File: config.mk
export PLATFORM = sky130hd
export DESIGN_NAME = gcn_top
export DESIGN_NICKNAME = d
export VERILOG_FILES = /design/src/hdl/gcn_pkg.sv /design/src/hdl/gcn_node_lane.sv /design/src/hdl/gcn_result_writer.sv /design/src/hdl/gcn_sequencer.sv /design/src/hdl/gcn_top.sv
export SDC_FILE = /design/constraint.sdc
export NUM_CORES = 2
export LEC_CHECK = 0
export ABC_AREA = 1
export BUFFER_PORTS_ARGS = -buffer_cell sky130_fd_sc_hd__buf_2
export CAP_MARGIN = 20
export CELL_PAD_IN_SITES_DETAIL_PLACEMENT = 0
export CELL_PAD_IN_SITES_GLOBAL_PLACEMENT = 2
export CORE_ASPECT_RATIO = 1.4
export CORE_MARGIN = 2
export CORE_UTILIZATION = 40
export DETAILED_ROUTE_END_ITERATION = 12
export MAX_ROUTING_LAYER = met4
export PLACE_DENSITY_LB_ADDON = 0.1
export RECOVER_POWER = 100
export SKIP_CTS_REPAIR_TIMING = 1
export SYNTH_ARGS = -nofsm -noshare
export SYNTH_HDL_FRONTEND = slang
export SYNTH_SLANG_ARGS = --single-unit
File: constraint.sdc
create_clock -name clk -period 5.8 [get_ports clk]
set_input_delay 0.58 -clock clk [delete_from_list [all_inputs] [get_ports clk]]
set_output_delay 0.58 -clock clk [all_outputs]
set_load 0.1 [all_outputs]
File: src/hdl/gcn_pkg.sv
package gcn_pkg;

    // graph size is fixed by the data memory word format
    localparam int NUM_NODES   = 6;
    // node numbers run 1..6, zero marks an unused edge slot
    localparam int NODE_W      = 3;
    localparam int FEAT_W      = 5;
    localparam int NUM_CLASSES = 3;
    localparam int CLASS_W     = 2;
    // wide enough for 64 feature columns
    localparam int SCORE_W     = 24;

    // one data memory word
    localparam int WORD_W      = NUM_NODES * FEAT_W;
    localparam int EDGE_PAD_W  = WORD_W - 2 * NODE_W;

    // feature column, node n sits in slot n-1
    typedef logic [NUM_NODES-1:0][FEAT_W-1:0] feat_col_t;

    // edge record, padding on top
    typedef struct packed {
        logic [EDGE_PAD_W-1:0] pad;
        logic [NODE_W-1:0]     src;
        logic [NODE_W-1:0]     dst;
    } edge_t;

    // same word seen as an edge or as a feature column
    typedef union packed {
        feat_col_t feat;
        edge_t     link;
    } mem_word_t;

    // one weight per class
    typedef logic [NUM_CLASSES-1:0][FEAT_W-1:0] weight_row_t;

    // one neighbour bit per node
    typedef logic [NUM_NODES-1:0] adj_row_t;

endpackage

File: src/hdl/gcn_node_lane.sv
module gcn_node_lane (
    input  logic                          clk,
    input  logic                          rst_n,
    input  logic                          feat_valid,
    input  logic                          last_feat,
    input  logic                          clear_scores,
    input  gcn_pkg::adj_row_t             adj_row,
    input  gcn_pkg::feat_col_t            feat_col,
    input  gcn_pkg::weight_row_t          weight_row,
    output logic                          class_valid,
    output logic [gcn_pkg::CLASS_W-1:0]   class_idx
);
    import gcn_pkg::*;

    // six 5-bit values need three extra bits
    localparam int AGG_W  = FEAT_W + 3;
    localparam int PROD_W = AGG_W + FEAT_W;

    logic [AGG_W-1:0]                      agg_next;
    logic [AGG_W-1:0]                      agg;
    weight_row_t                           w_q;
    logic                                  s1_valid;
    logic                                  s1_last;
    logic                                  s2_last;
    logic [NUM_CLASSES-1:0][PROD_W-1:0]    prod;
    logic [NUM_CLASSES-1:0][SCORE_W-1:0]   score;
    logic [CLASS_W-1:0]                    best_idx;
    logic [SCORE_W-1:0]                    best_score;

    ////////////////////////////////////////////////////////////
    // stage 1, masked neighbour sum
    ////////////////////////////////////////////////////////////

    always_comb begin
        agg_next = '0;
        for (int n = 0; n < NUM_NODES; n++) begin
            if (adj_row[n]) begin
                agg_next = agg_next + AGG_W'(feat_col[n]);
            end
        end
    end

    // weights ride along with their column
    always_ff @(posedge clk) begin
        if (feat_valid) begin
            agg <= agg_next;
            w_q <= weight_row;
        end
    end

    ////////////////////////////////////////////////////////////
    // stage 2, weighted accumulation
    ////////////////////////////////////////////////////////////

    always_comb begin
        for (int c = 0; c < NUM_CLASSES; c++) begin
            prod[c] = PROD_W'(agg) * PROD_W'(w_q[c]);
        end
    end

    always_ff @(posedge clk or negedge rst_n) begin
        if (!rst_n) begin
            score <= '0;
        end else if (clear_scores) begin
            score <= '0;
        end else if (s1_valid) begin
            for (int c = 0; c < NUM_CLASSES; c++) begin
                score[c] <= score[c] + SCORE_W'(prod[c]);
            end
        end
    end

    // strict compare keeps the lower class on a tie
    always_comb begin
        best_idx   = '0;
        best_score = score[0];
        for (int c = 1; c < NUM_CLASSES; c++) begin
            if (score[c] > best_score) begin
                best_idx   = CLASS_W'(c);
                best_score = score[c];
            end
        end
    end

    // last_feat follows the data down the pipe
    always_ff @(posedge clk or negedge rst_n) begin
        if (!rst_n) begin
            s1_valid    <= 1'b0;
            s1_last     <= 1'b0;
            s2_last     <= 1'b0;
            class_valid <= 1'b0;
            class_idx   <= '0;
        end else begin
            s1_valid    <= feat_valid;
            s1_last     <= last_feat;
            s2_last     <= s1_last;
            class_valid <= s2_last;
            if (s2_last) begin
                class_idx <= best_idx;
            end
        end
    end

endmodule

File: src/hdl/gcn_result_writer.sv
module gcn_result_writer (
    input  logic                                                  clk,
    input  logic                                                  rst_n,
    input  logic                                                  start,
    input  logic                                                  class_valid,
    input  logic [gcn_pkg::NUM_NODES-1:0][gcn_pkg::CLASS_W-1:0]   class_idx,
    output logic                                                  out_we,
    output logic [gcn_pkg::NODE_W-1:0]                            out_addr,
    output logic [gcn_pkg::CLASS_W-1:0]                           out_class,
    output logic                                                  done
);
    import gcn_pkg::*;

    logic [NUM_NODES-1:0][CLASS_W-1:0] cls_q;
    logic [NODE_W-1:0]                 next_addr;
    logic                              last_write;

    assign next_addr  = out_addr + NODE_W'(1);
    assign last_write = out_we && (out_addr == NODE_W'(NUM_NODES - 1));

    // snapshot of every lane class
    always_ff @(posedge clk) begin
        if (class_valid) begin
            cls_q <= class_idx;
        end
    end

    // address 0 carries node 1
    always_ff @(posedge clk or negedge rst_n) begin
        if (!rst_n) begin
            out_we    <= 1'b0;
            out_addr  <= '0;
            out_class <= '0;
            done      <= 1'b0;
        end else begin
            if (class_valid) begin
                out_we    <= 1'b1;
                out_addr  <= '0;
                out_class <= class_idx[0];
            end else if (last_write) begin
                out_we <= 1'b0;
            end else if (out_we) begin
                out_addr  <= next_addr;
                out_class <= cls_q[next_addr];
            end
            // held until the next run starts
            if (last_write) begin
                done <= 1'b1;
            end else if (start) begin
                done <= 1'b0;
            end
        end
    end

endmodule

File: src/hdl/gcn_sequencer.sv
module gcn_sequencer #(
    parameter int NUM_EDGES = 6,
    parameter int NUM_FEATS = 16
) (
    input  logic                                         clk,
    input  logic                                         rst_n,
    input  logic                                         start,
    input  logic                                         busy_clear,
    input  gcn_pkg::mem_word_t                           data_rdata,
    input  gcn_pkg::weight_row_t                         weight_rdata,
    output logic                                         mem_rd,
    output logic [6:0]                                   data_addr,
    output logic [5:0]                                   weight_addr,
    output logic                                         feat_valid,
    output logic                                         last_feat,
    output logic                                         clear_scores,
    output gcn_pkg::feat_col_t                           feat_col,
    output gcn_pkg::weight_row_t                         weight_row,
    output gcn_pkg::adj_row_t [gcn_pkg::NUM_NODES-1:0]   adj_rows
);
    import gcn_pkg::*;

    typedef enum logic [1:0] {
        S_IDLE,
        S_EDGE,
        S_FEAT,
        S_DRAIN
    } state_t;

    state_t            state;
    logic              accept;
    logic              edge_last;
    logic              feat_last;
    // which phase issued the read now returning
    logic              rd_edge_q;
    logic              rd_feat_q;
    logic              rd_last_q;
    edge_t             link;
    logic              link_ok;
    logic [NODE_W-1:0] src_idx;
    logic [NODE_W-1:0] dst_idx;

    ////////////////////////////////////////////////////////////
    // run control
    ////////////////////////////////////////////////////////////

    // drain also counts as idle once the writer reports done
    assign accept    = start && ((state == S_IDLE) || (state == S_DRAIN && busy_clear));
    assign edge_last = (data_addr == 7'(NUM_EDGES - 1));
    assign feat_last = (weight_addr == 6'(NUM_FEATS - 1));
    assign mem_rd    = (state == S_EDGE) || (state == S_FEAT);

    always_ff @(posedge clk or negedge rst_n) begin
        if (!rst_n) begin
            state       <= S_IDLE;
            data_addr   <= '0;
            weight_addr <= '0;
        end else if (accept) begin
            state       <= S_EDGE;
            data_addr   <= '0;
            weight_addr <= '0;
        end else begin
            case (state)
                // edge words sit at the bottom of data memory
                S_EDGE: begin
                    data_addr <= data_addr + 7'd1;
                    if (edge_last) begin
                        state <= S_FEAT;
                    end
                end
                // feature column k goes with weight row k
                S_FEAT: begin
                    data_addr   <= data_addr + 7'd1;
                    weight_addr <= weight_addr + 6'd1;
                    if (feat_last) begin
                        state <= S_DRAIN;
                    end
                end
                // lanes and writer still busy
                S_DRAIN: begin
                    if (busy_clear) begin
                        state <= S_IDLE;
                    end
                end
                default: state <= S_IDLE;
            endcase
        end
    end

    // read data shows up one cycle after mem_rd
    always_ff @(posedge clk or negedge rst_n) begin
        if (!rst_n) begin
            rd_edge_q    <= 1'b0;
            rd_feat_q    <= 1'b0;
            rd_last_q    <= 1'b0;
            feat_valid   <= 1'b0;
            last_feat    <= 1'b0;
            clear_scores <= 1'b0;
        end else begin
            rd_edge_q    <= (state == S_EDGE);
            rd_feat_q    <= (state == S_FEAT);
            rd_last_q    <= (state == S_FEAT) && feat_last;
            feat_valid   <= rd_feat_q;
            last_feat    <= rd_last_q;
            clear_scores <= accept;
        end
    end

    // broadcast column and weights
    always_ff @(posedge clk) begin
        if (rd_feat_q) begin
            feat_col   <= data_rdata.feat;
            weight_row <= weight_rdata;
        end
    end

    ////////////////////////////////////////////////////////////
    // adjacency matrix
    ////////////////////////////////////////////////////////////

    // node 0 means no edge, anything past the last node is dropped too
    assign link    = data_rdata.link;
    assign link_ok = rd_edge_q && (link.src != '0) && (link.dst != '0) &&
                     (link.src <= NUM_NODES) && (link.dst <= NUM_NODES);
    assign src_idx = link.src - NODE_W'(1);
    assign dst_idx = link.dst - NODE_W'(1);

    // symmetric set, repeats just set the same bits again
    always_ff @(posedge clk or negedge rst_n) begin
        if (!rst_n) begin
            adj_rows <= '0;
        end else if (accept) begin
            adj_rows <= '0;
        end else if (link_ok) begin
            adj_rows[src_idx][dst_idx] <= 1'b1;
            adj_rows[dst_idx][src_idx] <= 1'b1;
        end
    end

endmodule

File: src/hdl/gcn_top.sv
module gcn_top #(
    parameter int NUM_EDGES = 6,
    parameter int NUM_FEATS = 16
) (
    input  logic                          clk,
    input  logic                          rst_n,
    input  logic                          start,
    output logic                          mem_rd,
    output logic [6:0]                    data_addr,
    output logic [5:0]                    weight_addr,
    input  gcn_pkg::mem_word_t            data_rdata,
    input  gcn_pkg::weight_row_t          weight_rdata,
    output logic                          out_we,
    output logic [gcn_pkg::NODE_W-1:0]    out_addr,
    output logic [gcn_pkg::CLASS_W-1:0]   out_class,
    output logic                          done
);
    import gcn_pkg::*;

    // broadcast from the sequencer to every lane
    logic                              feat_valid;
    logic                              last_feat;
    logic                              clear_scores;
    feat_col_t                         feat_col;
    weight_row_t                       weight_row;
    adj_row_t [NUM_NODES-1:0]          adj_rows;

    // lane results, all lanes run in lockstep
    logic [NUM_NODES-1:0]              lane_valid;
    logic [NUM_NODES-1:0][CLASS_W-1:0] lane_class;

    gcn_sequencer #(
        .NUM_EDGES (NUM_EDGES),
        .NUM_FEATS (NUM_FEATS)
    ) u_sequencer (
        .clk          (clk),
        .rst_n        (rst_n),
        .start        (start),
        .busy_clear   (done),
        .data_rdata   (data_rdata),
        .weight_rdata (weight_rdata),
        .mem_rd       (mem_rd),
        .data_addr    (data_addr),
        .weight_addr  (weight_addr),
        .feat_valid   (feat_valid),
        .last_feat    (last_feat),
        .clear_scores (clear_scores),
        .feat_col     (feat_col),
        .weight_row   (weight_row),
        .adj_rows     (adj_rows)
    );

    // one lane per graph node
    for (genvar n = 0; n < NUM_NODES; n++) begin : g_lane
        gcn_node_lane u_lane (
            .clk          (clk),
            .rst_n        (rst_n),
            .feat_valid   (feat_valid),
            .last_feat    (last_feat),
            .clear_scores (clear_scores),
            .adj_row      (adj_rows[n]),
            .feat_col     (feat_col),
            .weight_row   (weight_row),
            .class_valid  (lane_valid[n]),
            .class_idx    (lane_class[n])
        );
    end

    // lane 0 valid stands for all lanes
    gcn_result_writer u_writer (
        .clk         (clk),
        .rst_n       (rst_n),
        .start       (start),
        .class_valid (lane_valid[0]),
        .class_idx   (lane_class),
        .out_we      (out_we),
        .out_addr    (out_addr),
        .out_class   (out_class),
        .done        (done)
    );

endmodule

### Yosys cells after proc, flatten, opt, wreduce, memory -nomap -nowiden

Cells that the tools add are included.

| storage, ports and cells | value |
|---|---|
| logic and storage cells | 295 |
| register bits | 632 |
| bits of input ports | 48 |

| operators by class | value |
|---|---|
| muxes and demuxes | 97 |
| add/sub/neg operators | 53 |
| bitwise gates (word level) | 2 |
| equality and inequality tests | 10 |
| multiply operators | 18 |
| reduce and logical (&&, ||, !) cells | 25 |
| $lt $le $gt $ge | 19 |

Operator list:

| operator | number |
|---|---|
| 72-bit 2-to-1 mux | 12 |
| 24-bit by 13-bit adder with 24-bit output | 18 |
| 24-bit > comparator | 12 |
| 8-bit 2-to-1 mux | 30 |
| 8-bit by 5-bit multiplier with 13-bit output | 18 |
| 8-bit by 5-bit adder with 8-bit output | 24 |
| 24-bit 2-to-1 mux | 6 |
| 36-bit 2-to-1 mux | 2 |
| 36-bit bitwise OR | 2 |
| 5-bit by 5-bit adder with 6-bit output | 6 |
| 6-bit demux with 3-bit select | 2 |
| 5-bit 2-to-1 mux | 6 |
| 2-bit 2-to-1 mux | 14 |
| 6-bit 2-to-1 mux | 4 |
| 7-bit 2-to-1 mux | 2 |
| 2-bit nonzero test | 7 |
| 3-bit by 4-bit < comparator with 1-bit output (second input constant) | 3 |
| 1-bit 2-to-1 mux | 12 |
| 1-bit logical AND | 10 |
| 3-bit 2-to-1 mux | 3 |
| 3-bit by 1-bit != test with 1-bit output (second input constant) | 3 |
| 7-bit by 1-bit adder with 7-bit output (second input constant) | 1 |
| 7-bit by 3-bit == test with 1-bit output (second input constant) | 1 |
| 6-bit by 1-bit adder with 6-bit output (second input constant) | 1 |
| 18 further kinds | 25 |

### Longest topological paths before layout

| logic depth | value |
|---|---|
| depth after elaboration | 11 |
| depth in mapped cells | 38 |

### Cells and area by module

A second synthesis with hierarchy kept.

| second synthesis, totals | value |
|---|---|
| cell total of the unflattened synthesis | 9255 |
| area, all modules | 73310.3 µm² |

Modules (own cells, without submodules):

| module | times used | area each (µm²) | seq. area each (µm²) | cells an instance |
|---|---|---|---|---|
| gcn_node_lane (g_lane[0].u_lane ...) | 3 | 11323.4 | 2642.5 | 1451 |
| gcn_node_lane (g_lane[4].u_lane) | 1 | 11539.8 | 2642.5 | 1496 |
| gcn_node_lane (g_lane[3].u_lane) | 1 | 11394.7 | 2642.5 | 1473 |
| gcn_node_lane (g_lane[5].u_lane) | 1 | 11389.7 | 2642.5 | 1453 |
| gcn_sequencer | 1 | 4140.2 | 2777.7 | 387 |
| gcn_result_writer | 1 | 875.8 | 535.5 | 93 |

### Worst setup path after synthesis

Ideal clock, no wire load.

| path | value |
|---|---|
| path kind | register to register |
| start point | reg u_sequencer.feat_col[1] (netlist name) |
| end point | reg g_lane[3].u_lane.agg[7] (data pin) |
| arrival | 4.957 ns |
| stages on the path, launching flop included | 32 |
| setup slack | 0.591 ns |
| data required time | 5.548 ns |
| cell sequence | edfxtp_1 > buf_6 > nand2_1 > nand2_1 > nand2_1 > inv_1 > ha_1 > nand2_1 > o21ai_0 > fa_1 > inv_1 > o21ai_0 > inv_1 > fa_1 > o21ai_0 > inv_1 > fa_1 > xor2_1 > nand2_1 > o21ai_1 > inv_1 > ha_1 > a21oi_1 > inv_1 > a31oi_1 > nor2_1 > nor2_1 > nor2_1 > o21ai_0 > nor2_2 > nand3_1 > nand2_1 |

| between the ends | value |
|---|---|
| word-level cells in the longest chain between the ends | 11 |

RTL lines:

| item | RTL line | RTL |
|---|---|---|
| start, declared | gcn_sequencer.sv:17 | `output gcn_pkg::feat_col_t feat_col,` |
| start signal, assigned | gcn_sequencer.sv:112 | `feat_col <= data_rdata.feat;` |
| 5-bit 2-to-1 mux * | gcn_node_lane.sv:37 | `if (adj_row[n]) begin` |
| 5-bit by 5-bit adder with 6-bit output | gcn_node_lane.sv:38 | `agg_next = agg_next + AGG_W'(feat_col[n]);` |
| 8-bit 2-to-1 mux * | gcn_node_lane.sv:37 |  |
| 8-bit by 5-bit adder with 8-bit output | gcn_node_lane.sv:38 |  |
| 8-bit 2-to-1 mux * | gcn_node_lane.sv:37 |  |
| 8-bit by 5-bit adder with 8-bit output | gcn_node_lane.sv:38 |  |
| 8-bit 2-to-1 mux * | gcn_node_lane.sv:37 |  |
| 8-bit by 5-bit adder with 8-bit output | gcn_node_lane.sv:38 |  |
| 8-bit 2-to-1 mux * | gcn_node_lane.sv:37 |  |
| 8-bit by 5-bit adder with 8-bit output | gcn_node_lane.sv:38 |  |
| 8-bit 2-to-1 mux * | gcn_node_lane.sv:37 |  |
| named net g_lane[3].u_lane.agg_next[7] | gcn_node_lane.sv:19 | `logic [AGG_W-1:0] agg_next;` |
| end signal, assigned | gcn_node_lane.sv:46 | `agg <= agg_next;` |
| end, declared | gcn_node_lane.sv:20 | `logic [AGG_W-1:0] agg;` |

The timed path passes the listed nets; every way through them passes the cells marked *.
A chain may end at the register's enable or synchronous reset.

### Final worst setup path

| path | value |
|---|---|
| start point | reg g_lane[5].u_lane.score[2] (netlist name) |
| end point | reg g_lane[5].u_lane.class_idx[0] (netlist name) |

| between the ends | value |
|---|---|
| word-level cells in the longest chain between the ends | 4 |
| elaborated cells on any way between the ends | 5 |

RTL lines:

| item | RTL line | RTL |
|---|---|---|
| start, declared | gcn_node_lane.sv:26 | `logic [NUM_CLASSES-1:0][SCORE_W-1:0] score;` |
| start signal, assigned by index | gcn_node_lane.sv:68 | `score[c] <= score[c] + SCORE_W'(prod[c]);` |
| 24-bit > comparator | gcn_node_lane.sv:78 | `if (score[c] > best_score) begin` |
| 24-bit 2-to-1 mux | gcn_node_lane.sv:78 |  |
| 24-bit > comparator | gcn_node_lane.sv:78 |  |
| 2-bit 2-to-1 mux * | gcn_node_lane.sv:78 |  |
| end signal, assigned | gcn_node_lane.sv:99 | `class_idx <= best_idx;` |
| end, declared | gcn_node_lane.sv:11 | `output logic [gcn_pkg::CLASS_W-1:0] class_idx` |

Every way passes the cells marked *; elsewhere a longest branch is shown, timed or not.

==> summary.md <==
| Metric | Value |
|---|---|
| Post-DRT Antenna Nets | 0 |
| CP Max Fanout | 29 |
| Most common library cells after synthesis | nand2_1, inv_1, ha_1 |
| Count leader, synth | nand2_1 |
| Crit path time final | 5.55 ns |
| Layout cells sized above 1 | 4.71% |
| CORE AREA | 174000 µm² |
| R2r setup slk | 0.25 ns |
| CP endpoint kind | flip-flop |
| Fmax | 0.180 GHz |
| Routability Congestion | 0.878 |
| Fin nets | 10600 |
| Wirelength, routed | 221 mm |
| Clk Latency, worst-skew pair | 0.72 ns |
| Hold depth | 1 |
| Seq cells post-synth | 632 |
| Final setup violation count | 0 |
| Post-synth top area cell | dfrtp_1 |
| Hold Violations, Final | 0 |
| Reg clk slew, reported paths | 0.06 ns |
| DR WL/cell | 19.1 µm |
| Worst slew margin | -134% |
| Worst setup SP type | flip-flop |
| Final Max Slew Viols | 622 |
| Hold Path Class | input port to flip-flop |
| Fin Setup TNS | 0 ns |
| Initial core utilization | 40.3% |
| GR peak layer | met2 |
| Rows | 181 |
| Avg Cell Area, Syn | 7.66 µm² |
| Yosys top cell area share | 18.3% |
| Mapped Area | 70100 µm² |
| Status | finished, violations left |
| Period utilisation layout | 95.7% |
| Met3 usage | 2.52% |
| IO Count | 69 |
| Vias in the first global route | 60800 |
| Post-synthesis sequential area ratio | 23.4% |
| DRC errors left | 0 |
| Syn Nets | 10600 |
| # Max-Cap Violations | 10 |
| Unique masters post-synth | 67 |
| Critical R2R Capture | g_lane[5].u_lane.class_idx[0] |
| CTS Sinks | 632 |
| Async S/R FF share, synth | 81.0% |
| DR vias | 59700 |
| CP Data Required Time | 6.39 ns |
| Die Area | 179000 µm² |
| Number of synthesis warnings | 0 |
| Slew @ Worst Pin | 3.52 ns |
| Number of CTS-inserted buffers | 84 |
| CTS Root Cell | clkbuf_16 |
| Die width | 358 µm |
| CP Data Arrival Time | 6.15 ns |
| Footprint of the multi-input gates | 46600 µm² |
| H-tree levels | 3 |
| Register Area | 16400 µm² |
| Global Route Usage Sum | 25.9% |
| Worst Hold Path EP | u_sequencer.weight_row[14] |
| Worst Setup SP | g_lane[5].u_lane.score[2] |
| Vert. Die Dim | 499 µm |
| Hold path start | weight_rdata[14] |
| CP Class | flip-flop to flip-flop |
| Met2 GRT Util | 42.5% |
| Final-layout fill cell count | 17900 |
| Top post-synthesis cells by area | dfrtp_1, fa_1, ha_1 |
| Clock Tree Buf Depth | 3 |
| Worst Reg-to-Reg Cells | 17 |
| Max Clock Skew | 0.0331 ns |
| Worst setup margin | 0.247 ns |
| Reg2Reg Launch Point | g_lane[5].u_lane.score[2] |
| Most used DFF post-synth | dfrtp_1 |
| EDFF count, synth | 120 |
| Port bufs | 68 |
| Grt ovf | 0 |
| Via density per instance | 5.17 |
| CTS tree | done |
| Initial antenna violation count | 4 |
| Pre-antenna DRT Iters | 5 |
| Synthesis-to-finish area growth | 9.24% |
| Met1 Usage GRT | 33.4% |
| Largest net degree at the start of global routing | 126 |
| Global-route wire length before repair | 350 mm |
| Pre-CTS setup slack | -0.115 ns |
| Synthesized instance count | 9154 |
| Failing checks | capacitance limit, slew limit |
| Initial DRC count | 3321 |
| Post-DP HPWL | 165 mm |
==> cells by family after synthesis <==
kind of cell	after synthesis	synth area share, %
buffers and inverters	1937	10.5
AO/OA/AOI/OAI	1702	13.5
AND/OR/NAND/NOR	3306	19.5
adder cells (fa/ha/maj)	1407	31.0
flip-flops	632	23.4
XOR/XNOR	170	2.12
==> state kept, by name, indices dropped and copies added (netlist names), 2 cells and up <==
name,flops
u_sequencer.data_addr,7
u_writer.out_class,2
u_writer.out_addr,3
g_lane.u_lane.w_q,15
u_sequencer.feat_col,30
u_sequencer.adj_rows,36
g_lane.u_lane.score,432
u_writer.cls_q,12
u_sequencer.state,2
u_sequencer.weight_addr,6
u_sequencer.weight_row,15
g_lane.u_lane.class_idx,12
g_lane.u_lane.agg,48
==> placed cells by master, fill, tap and decap left out, types with 11 or more instances in the layout <==
master,synthesis,routed
nand2_1,2186,2186
inv_1,1655,1654
ha_1,861,851
o21ai_0,651,643
a21oi_1,595,585
fa_1,546,546
dfrtp_1,512,507
nor2_1,434,432
nand3_1,334,333
edfxtp_1,120,120
xor2_1,115,114
o22ai_1,113,113
nor3_1,108,109
nand4_1,96,96
buf_4,3,89
clkbuf_16,0,86
clkbuf_1,193,60
xnor2_1,55,54
a31oi_1,54,50
o21ai_1,47,42
buf_2,39,37
o21a_1,36,36
a21o_1,34,34
or2_2,33,33
o21ai_2,17,30
nor4_1,27,27
o211ai_1,25,25
and2_1,25,24
o21bai_1,22,22
clkinv_1,16,21
o31ai_1,20,19
a22o_1,18,18
buf_12,0,17
nand3b_1,16,16
nand3_2,13,14
clkbuf_8,0,14
nand2_2,13,13
a211oi_1,11,11
a21oi_2,1,11
==> layer usage <==
layer | up-vias | part of all wire (%)
met5 | - | 0
met1 | 28800 | 46
met3 | 285 | 3.5
li1 | 29700 | -
met4 | 0 | 3.5
met2 | 992 | 47
==> through the flow <==
stage          hold WS [ns]  area (µm²)  std cells  utilization (%)
6_report             0.0332       76600      11500             44.0
5_1_grt             0.00558       76600      11500             44.0
4_1_cts             -0.0921       76500      11500             44.0
3_5_place_dp          0.335       73600      11400             42.3
3_3_place_gp          0.334       73600      11400             42.3
2_1_floorplan         0.284       70100       9154                -
==> worst max-delay path: stages (launching register included) <==
cell	delay [ns]
dfrtp_1	0.43
inv_1	0.10
ha_1	0.29
nand2_1	0.09
o21a_1	0.22
o221ai_1	0.28
nand4_1	0.16
a21oi_2	0.96
clkbuf_4	0.59
o21ai_0	0.27
ha_1	0.34
nand2_1	0.05
nor4_1	0.60
o21ai_0	0.21
nand3b_1	0.14
nand2_1	0.37
nand3_1	0.26
nand2_1	0.07
==> how the worst max path moves through the flow <==
| stage | to |
|---|---|
| 2_1_floorplan | g_lane[3].u_lane.agg[7] |
| 3_3_place_gp | g_lane[2].u_lane.agg[7] |
| 3_5_place_dp | g_lane[2].u_lane.agg[5] |
| 4_1_cts | g_lane[2].u_lane.agg[5] |
| 5_1_grt | g_lane[1].u_lane.agg[7] |
| 6_report | g_lane[5].u_lane.class_idx[0] |
==> layout make-up <==
cell class / instances / area share [%]
Multi-Input combinational cell: 6585 / 60.9
Tap cell: 2287 / 3.74
Timing Repair Buffer: 204 / 1.91
Inverter: 1677 / 8.24
Clock inverter: 38 / 0.657
Sequential cell: 632 / 21.5
Antenna cell: 4 / 0.0131
Clock buffer: 114 / 3.13
Power is left out: the tool's default activity adds up to more than one toggle a clock period on the data nets, which glitch-free logic cannot reach.
